## src/include/cpu_consts.svh

```systemverilog
`ifndef CPU_CONSTS_SVH
`define CPU_CONSTS_SVH

// Datapath sizes
`define WORD_W 16 // Instruction and data width
`define REG_COUNT 16 // Architectural registers
`define OPC_W 4 // Opcode field width

// Opcodes in instruction[15:12]
`define ADD_OP 4'd0 // rd = rd + rs, flags updated
`define LDI_OP 4'd1 // rd = zero-extended payload
`define LDR_OP 4'd2 // rd = mem[rs]
`define MV_OP 4'd3 // rd = rs
`define ST_OP 4'd4 // mem[rd] = rs
`define BRI_OP 4'd5 // Conditional jump to payload
`define BRR_OP 4'd6 // Conditional jump to rs

// Branch condition field
// Bit 9 picks the flag, 0 for carry and 1 for zero
`define BR_SEL_BIT 9
`define BR_VAL_BIT 8 // Flag value that takes the branch

// Field positions
`define OPC_MSB 15
`define OPC_LSB 12
`define RD_MSB 11
`define RD_LSB 8
`define RS_MSB 7
`define RS_LSB 4
`define PAYLOAD_W 8 // Low byte holds immediate or address

`endif

```

## src/design/cpuPkg.sv

```systemverilog
`include "cpu_consts.svh"

package cpuPkg;

	// One word for instructions, registers, addresses and memory data
	typedef logic [`WORD_W-1:0] wordT;

	// Register file index
	typedef logic [$clog2(`REG_COUNT)-1:0] regIdxT;

	// Next program counter source
	typedef enum logic [1:0] {
		pcSeq = 2'd0, // pc + 1
		pcImm = 2'd1, // Zero-extended payload
		pcReg = 2'd2  // Value of rs
	} pcSelT;

endpackage

```

## src/design/alu.sv

```systemverilog
`timescale 1ns/1ps
`include "cpu_consts.svh"

module alu (
	input logic clk,
	input logic rstN,
	input logic [`OPC_W-1:0] opcode,
	input cpuPkg::wordT dstVal, // rd operand
	input cpuPkg::wordT srcVal, // rs operand
	output cpuPkg::wordT aluOut,
	output logic cFlag,
	output logic zFlag
);

	logic [`WORD_W:0] sum; // Extra bit is the carry
	logic isAdd;

	assign sum = {1'b0, dstVal} + {1'b0, srcVal};
	assign isAdd = (opcode == `ADD_OP);

	// Result
	always_comb begin
		if (opcode == `MV_OP) begin
			aluOut = srcVal; // Plain move
		end else begin
			aluOut = sum[`WORD_W-1:0];
		end
	end

	// Flags change only on ADD and hold otherwise
	always_ff @(posedge clk or negedge rstN) begin
		if (!rstN) begin
			cFlag <= 1'b0;
			zFlag <= 1'b0;
		end else if (isAdd) begin
			cFlag <= sum[`WORD_W]; // Carry out
			zFlag <= (sum[`WORD_W-1:0] == '0); // Truncated sum is zero
		end
	end

endmodule

```

## src/design/cpuCore.sv

```systemverilog
`timescale 1ns/1ps
`include "cpu_consts.svh"

module cpuCore (
	input logic clk,
	input logic rstN,
	output cpuPkg::wordT iAddr, // Instruction memory address
	input cpuPkg::wordT iData, // Answers in the same cycle
	output cpuPkg::wordT dAddr,
	output cpuPkg::wordT dWData,
	output logic dWE, // Store strobe
	input cpuPkg::wordT dRData
);

	import cpuPkg::*;

	// Decoded fields and controls
	logic [`OPC_W-1:0] opcode;
	regIdxT regDst;
	regIdxT regSrc;
	pcSelT nextPCSel;
	wordT instrData;
	logic regFileWE;
	logic immData;
	logic regDataInSource;
	logic memWE;
	logic memAddrSelDst;
	logic memAddrSelSrc;

	// Datapath
	wordT dstVal;
	wordT srcVal;
	wordT aluOut;
	wordT wbData;
	logic cFlag;
	logic zFlag;

	fetchUnit uFetch (
		.clk(clk),
		.rstN(rstN),
		.nextPCSel(nextPCSel),
		.instrData(instrData),
		.srcVal(srcVal),
		.pc(iAddr) // PC is the fetch address
	);

	decoder uDecoder (
		.instruction(iData),
		.opcode(opcode),
		.cFlag(cFlag),
		.zFlag(zFlag),
		.nextPCSel(nextPCSel),
		.regDataInSource(regDataInSource),
		.immData(immData),
		.regDst(regDst),
		.regFileWE(regFileWE),
		.regSrc(regSrc),
		.memWE(memWE),
		.memAddrSelDst(memAddrSelDst),
		.memAddrSelSrc(memAddrSelSrc),
		.instrData(instrData)
	);

	// rd is both the first read port and the write target
	regFile uRegFile (
		.clk(clk),
		.rstN(rstN),
		.rdAddrA(regDst),
		.rdAddrB(regSrc),
		.we(regFileWE),
		.wrAddr(regDst),
		.wrData(wbData),
		.rdDataA(dstVal),
		.rdDataB(srcVal)
	);

	alu uAlu (
		.clk(clk),
		.rstN(rstN),
		.opcode(opcode),
		.dstVal(dstVal),
		.srcVal(srcVal),
		.aluOut(aluOut),
		.cFlag(cFlag),
		.zFlag(zFlag)
	);

	memAccess uMem (
		.memAddrSelDst(memAddrSelDst),
		.memAddrSelSrc(memAddrSelSrc),
		.memWE(memWE),
		.immData(immData),
		.regDataInSource(regDataInSource),
		.dstVal(dstVal),
		.srcVal(srcVal),
		.aluOut(aluOut),
		.instrData(instrData),
		.dRData(dRData),
		.dAddr(dAddr),
		.dWData(dWData),
		.dWE(dWE),
		.wbData(wbData)
	);

endmodule

```

## src/design/decoder.sv

```systemverilog
`timescale 1ns/1ps
`include "cpu_consts.svh"

module decoder (
	input cpuPkg::wordT instruction,
	output logic [`OPC_W-1:0] opcode, // Also consumed by alu

	input logic cFlag, // Branch condition inputs
	input logic zFlag,
	output cpuPkg::pcSelT nextPCSel, // Next PC source

	output logic regDataInSource, // Write back from data memory
	output logic immData, // Write back from instrData
	output cpuPkg::regIdxT regDst,
	output logic regFileWE,
	output cpuPkg::regIdxT regSrc,

	output logic memWE,
	output logic memAddrSelDst, // dAddr from rd
	output logic memAddrSelSrc, // dAddr from rs
	output cpuPkg::wordT instrData // Zero-extended payload
);

	import cpuPkg::*;

	logic [`PAYLOAD_W-1:0] payload;
	logic brFlagSel;
	logic brFlag;
	logic brTaken;

	// Fixed field positions, so register indices come out for every op
	// Unused fields are harmless since the controls stay inactive
	assign opcode = instruction[`OPC_MSB:`OPC_LSB];
	assign regDst = instruction[`RD_MSB:`RD_LSB];
	assign regSrc = instruction[`RS_MSB:`RS_LSB];
	assign payload = instruction[`PAYLOAD_W-1:0];

	assign brFlagSel = instruction[`BR_SEL_BIT]; // 0 carry, 1 zero
	assign brFlag = instruction[`BR_VAL_BIT];

	// Selected flag must match the wanted value
	assign brTaken = brFlagSel ? (brFlag == zFlag) : (brFlag == cFlag);

	always_comb begin
		// Everything inactive unless the opcode says otherwise
		nextPCSel = pcSeq;
		regDataInSource = 1'b0;
		immData = 1'b0;
		regFileWE = 1'b0;
		memWE = 1'b0;
		memAddrSelDst = 1'b0;
		memAddrSelSrc = 1'b0;
		instrData = '0;

		case (opcode)
			`ADD_OP: begin
				regFileWE = 1'b1; // Sum goes back to rd
			end

			`LDI_OP: begin
				immData = 1'b1; // Write back the payload
				regFileWE = 1'b1;
				instrData = {{(`WORD_W-`PAYLOAD_W){1'b0}}, payload};
			end

			`LDR_OP: begin
				memAddrSelSrc = 1'b1; // Address held in rs
				regDataInSource = 1'b1; // Load data to rd
				regFileWE = 1'b1;
			end

			`MV_OP: begin
				regFileWE = 1'b1; // alu passes rs through
			end

			`ST_OP: begin
				memAddrSelDst = 1'b1; // Address held in rd
				memWE = 1'b1;
			end

			`BRI_OP: begin
				if (brTaken) begin
					nextPCSel = pcImm;
					instrData = {{(`WORD_W-`PAYLOAD_W){1'b0}}, payload}; // Target address
				end
			end

			`BRR_OP: begin
				if (brTaken) begin
					nextPCSel = pcReg; // Target from rs
				end
			end

			default: begin
				// Opcodes 7 to 15 act as no-ops
			end
		endcase
	end

endmodule

```

## src/design/fetchUnit.sv

```systemverilog
`timescale 1ns/1ps

module fetchUnit (
	input logic clk,
	input logic rstN,
	input cpuPkg::pcSelT nextPCSel, // From decoder
	input cpuPkg::wordT instrData, // Branch target for BRI
	input cpuPkg::wordT srcVal, // Branch target for BRR
	output cpuPkg::wordT pc // Drives iAddr
);

	import cpuPkg::*;

	wordT pcInc;
	wordT pcNext;

	assign pcInc = pc + 1'b1; // Sequential address

	// Pick the address of the next instruction
	always_comb begin
		case (nextPCSel)
			pcImm: pcNext = instrData; // Already zero-extended
			pcReg: pcNext = srcVal;
			default: pcNext = pcInc; // pcSeq and unused code
		endcase
	end

	// Program counter
	always_ff @(posedge clk or negedge rstN) begin
		if (!rstN) begin
			pc <= '0; // Fetch starts at word 0
		end else begin
			pc <= pcNext;
		end
	end

endmodule

```

## src/design/memAccess.sv

```systemverilog
`timescale 1ns/1ps

module memAccess (
	input logic memAddrSelDst,
	input logic memAddrSelSrc,
	input logic memWE,
	input logic immData,
	input logic regDataInSource,
	input cpuPkg::wordT dstVal,
	input cpuPkg::wordT srcVal,
	input cpuPkg::wordT aluOut,
	input cpuPkg::wordT instrData,
	input cpuPkg::wordT dRData, // Same-cycle read data
	output cpuPkg::wordT dAddr,
	output cpuPkg::wordT dWData,
	output logic dWE,
	output cpuPkg::wordT wbData // To register file write port
);

	// Data address, rd for stores and rs for loads
	assign dAddr = memAddrSelDst ? dstVal :
		memAddrSelSrc ? srcVal : '0;

	assign dWData = srcVal; // ST always writes rs
	assign dWE = memWE;

	// Write back priority: immediate, then memory, then alu
	always_comb begin
		if (immData) begin
			wbData = instrData;
		end else if (regDataInSource) begin
			wbData = dRData; // LDR
		end else begin
			wbData = aluOut; // ADD and MV
		end
	end

endmodule

```

## src/design/regFile.sv

```systemverilog
`timescale 1ns/1ps
`include "cpu_consts.svh"

module regFile (
	input logic clk,
	input logic rstN,
	input cpuPkg::regIdxT rdAddrA, // rd in this core
	input cpuPkg::regIdxT rdAddrB, // rs
	input logic we,
	input cpuPkg::regIdxT wrAddr, // Always rd
	input cpuPkg::wordT wrData,
	output cpuPkg::wordT rdDataA,
	output cpuPkg::wordT rdDataB
);

	import cpuPkg::*;

	wordT regs [`REG_COUNT];

	// Combinational read ports
	// Old value is seen in the same cycle as a write to it
	assign rdDataA = regs[rdAddrA];
	assign rdDataB = regs[rdAddrB];

	// Single write port, lands at the edge
	always_ff @(posedge clk or negedge rstN) begin
		if (!rstN) begin
			for (int i = 0; i < `REG_COUNT; i++) begin
				regs[i] <= '0; // Architectural state starts at zero
			end
		end else if (we) begin
			regs[wrAddr] <= wrData;
		end
	end

endmodule

```

## config.mk

```make
export PLATFORM = sky130hd
export DESIGN_NAME = cpuCore
export DESIGN_NICKNAME = d
export VERILOG_FILES = /design/src/design/cpuPkg.sv /design/src/design/alu.sv /design/src/design/cpuCore.sv /design/src/design/decoder.sv /design/src/design/fetchUnit.sv /design/src/design/memAccess.sv /design/src/design/regFile.sv
export VERILOG_INCLUDE_DIRS = /design/src /design/src/include
export SDC_FILE = /design/constraint.sdc
export NUM_CORES = 1
export LEC_CHECK = 0
export ABC_AREA = 1
export BUFFER_PORTS_ARGS = -buffer_cell sky130_fd_sc_hd__buf_2
export CAP_MARGIN = 20
export CORE_UTILIZATION = 45
export DETAILED_ROUTE_END_ITERATION = 8
export PLACE_DENSITY_LB_ADDON = 0.08
export SYNTH_ARGS = -nofsm -noshare
export SYNTH_HDL_FRONTEND = slang
export SYNTH_SLANG_ARGS = --single-unit
```

## constraint.sdc

```tcl
create_clock -name clk -period 3.1 [get_ports clk]
set_clock_uncertainty 0.1 [all_clocks]
set_input_delay 0.155 -clock clk [delete_from_list [all_inputs] [get_ports clk]]
set_output_delay 0.155 -clock clk [all_outputs]
set_load 0.02 [all_outputs]
```

==> flow_summary.yaml <==
worst_hold_path:
  hold_path.class: "in -> async"
setup_path:
  critPathRequiredTime_ns: 3.45
  critPathCaptureType: "flip-flop"
  timing.reg2reg.setup_slack_ns: 0.11
  slowest_stage: "dfrtp_1"
  r2r_start: "uRegFile.regs[65]"
  crit_fanout: 8
  cp_data_arrival_time_ns: 3.34
  rr_worst_depth: 17
  cpPeakStageDelay_ns: 0.39
  setup.worst_path.class: "reg -> reg"
  start_kind: "flip-flop"
  path_cells: "inv_2 -> o22ai_2 -> o21ai_1 -> nand4_1 -> buf_4 -> buf_4 -> fa_2 -> nand3_2 -> nand2_2 -> nand2_2 -> nand2_4 -> nand2_2 -> nand3b_1 -> nand3_4 -> nand3_4 -> nand3_2 -> nand2_1"
  worstReg2RegEnd: "uRegFile.regs[204]"
  crit_top_cell: "nand2_2"
global_routing:
  met2_usage: 0.586
  grt_util_met1: 0.506
  grt_first_pass_wirelength_um: 112000
  grtUsageTotal: 0.385
  grt_pass1_vias: 18300
  antenna_found_initial: 2
  grt_start_max_net_pins: 78
  busiest_layer: "met2"
  grt_use_met3: 0.0743
  grt-ovfl-total: 0
synth:
  avgSynthCellArea_sq_um: 6.82
  synth_cell_types: 40
  synthArstFlopShare: 1.00
  netlist_area_sq_um: 17400
  synth_edf_count: 0
  ys_seq_area_frac: 0.393
  synth_seq_cells: 274
  synth_flop_cell: "dfrtp_1"
  synth_fp_nets: 2610
  synth_cells: 2556
  ys_warn_count: 0
placement:
  placed_cells: 3198
  dp_slack_ns: -0.457
  hpwl_um: 49800
  port_buffers: 82
  routabilityCongestion: 0.974
final_layout:
  final_cells: 3283
  layout_commonest_cell: "nand2_1"
  n_antenna_cell: 0
  area_delta_synth_final_pct: 22.0
  drive_above_1_share: 0.174
  final_nets: 2801
  final_cell_mix: "nand2_1 (954), nand3_1 (332), dfrtp_1 (274)"
timing:
  rsz0062_at_grt: "true"
  setup_violations: 0
  max_freq_mhz: 335
  fin_ws_ns: 0.110
  fin_crit_sh: 0.964
  worst_pin_slew_ns: 1.18
  slew-limit-headroom: 0.212
  hold_viol: 0
  final.min_clock_period_ns: 2.99
  drv_slew: 0
  holdWs_ns: 0.0897
  fin_tns_setup_ns: 0
status:
  status: "completed"
drt:
  vias: 19200
  drcViolationCount: 0
  first_pass_iters: 6
  postRouteAntennaNets: 0
  wl_per_cell_um: 23.3
  avgViaCountPerCell: 5.86
  wl_um: 76300
  drt_iter0_drc: 2416
floorplanning:
  num_io_pins: 83
  dieHeight_um: 199
  rows: 71
  core_area_sq_um: 37900
  dieArea_sq_um: 39500
  start_util: 0.460
  chipWidth_um: 199
clocking:
  cts_buffers: 35
  root_buffer: "clkbuf_16"
  h-tree-depth: 2
  clk_pin_slew_worst_paths_ns: 0.06
  clock_latency_ns: 0.56
  clock-sinks: 274
  ctsLongestPathBuffers: 3
  tritoncts: "built"
pwr:
  power.total_mw: 15.6
  p_leak_nw: 11.1
  power_density_nw_per_um2: 731
  ir_drop_mv: 0.416
job:
  maxCapViolations: 0
[cells by family after synthesis]
family	Yosys count	share of synthesized area
xor gates and xnor gates	6	0.00301
AOI/OAI and AO/OA	319	0.111
and+or+nand+nor	1569	0.380
DFF	274	0.393
adders and majority gates	20	0.0148
buffers and inverters	368	0.0980
[sequential cells by signal, summed over array words and instances, names as in the netlist]
register / cells
uRegFile.regs: 256
uAlu.cFlag: 1
uAlu.zFlag: 1
uFetch.pc: 16
[per-stage QoR]
stage	cell area [sq um]	util
after floorplan	17400	-
after global placement	19500	0.515
after detailed placement	19600	0.515
after CTS	20800	0.548
after global routing	21300	0.561
final	21300	0.561
[power by group]
part | switching (mW) | internal (mW) | total, mW | leakage (nW)
sequential | 0.834 | 4.64 | 5.47 | 3.60
clock | 1.68 | 2.50 | 4.17 | 0.551
combinational | 3.62 | 2.29 | 5.91 | 6.95
total | 6.13 | 9.42 | 15.6 | 11.1
[worst max-delay path: cells and delay by family (launching register included)]
kind	cells	cell delay, ns
and+or+nand+nor	11	1.31
buffers and inverters	3	0.42
DFF	1	0.39
AOI/OAI and AO/OA	2	0.28
adders and majority gates	1	0.37
[final cells by class]
cell class / instances / area, sq um
Clock buffer: 53 / 1010
Tap cell: 511 / 639
Timing Repair Buffer: 300 / 2510
Clock inverter: 9 / 129
Inverter: 217 / 816
Multi-Input combinational cell: 1919 / 9310
Sequential cell: 274 / 6860
Fill cell: 3744 / 16700
[how the worst max path moves through the flow]
stage	cells after the start	start	endpoint	slack (ns)
2_1_floorplan	19	iData[6]	uRegFile.regs[78]	0.28
3_3_place_gp	20	iData[9]	uRegFile.regs[12]	-0.41
3_5_place_dp	20	iData[9]	uRegFile.regs[222]	-0.46
4_1_cts	18	uRegFile.regs[65]	uRegFile.regs[28]	0.005
5_1_grt	16	uRegFile.regs[117]	uRegFile.regs[204]	-0.05
6_report	17	uRegFile.regs[65]	uRegFile.regs[204]	0.11
[per-layer routing]
metal / share of wire / up-vias
li1: - / 8696
met1: 0.40 / 9142
met2: 0.44 / 1174
met3: 0.10 / 235
met4: 0.056 / 0
met5: 0 / -
[timing repair]
action / CTS / global route
setup endpoints to repair: 96 / 210
gates resized for setup: 7 / 83
buffers inserted: 1 / 10
cloned: 1 / 4
hold endpoints to repair: 79 / 0
pin swaps: 5 / 35
hold buffers: 7 / 0
[synthesized netlist by cell type (all sizes together), types with 19 or more instances]
cell	instances	area share
nand2	986	0.21
nor2	183	0.043
inv	214	0.046
nand3	358	0.11
a21oi	27	0.0078
dfrtp	274	0.39
o22ai	43	0.015
clkbuf	59	0.013
a22oi	86	0.037
buf	92	0.038
ha	19	0.014
o21ai	142	0.041
Note: power is estimated with default switching activity, not from simulation.
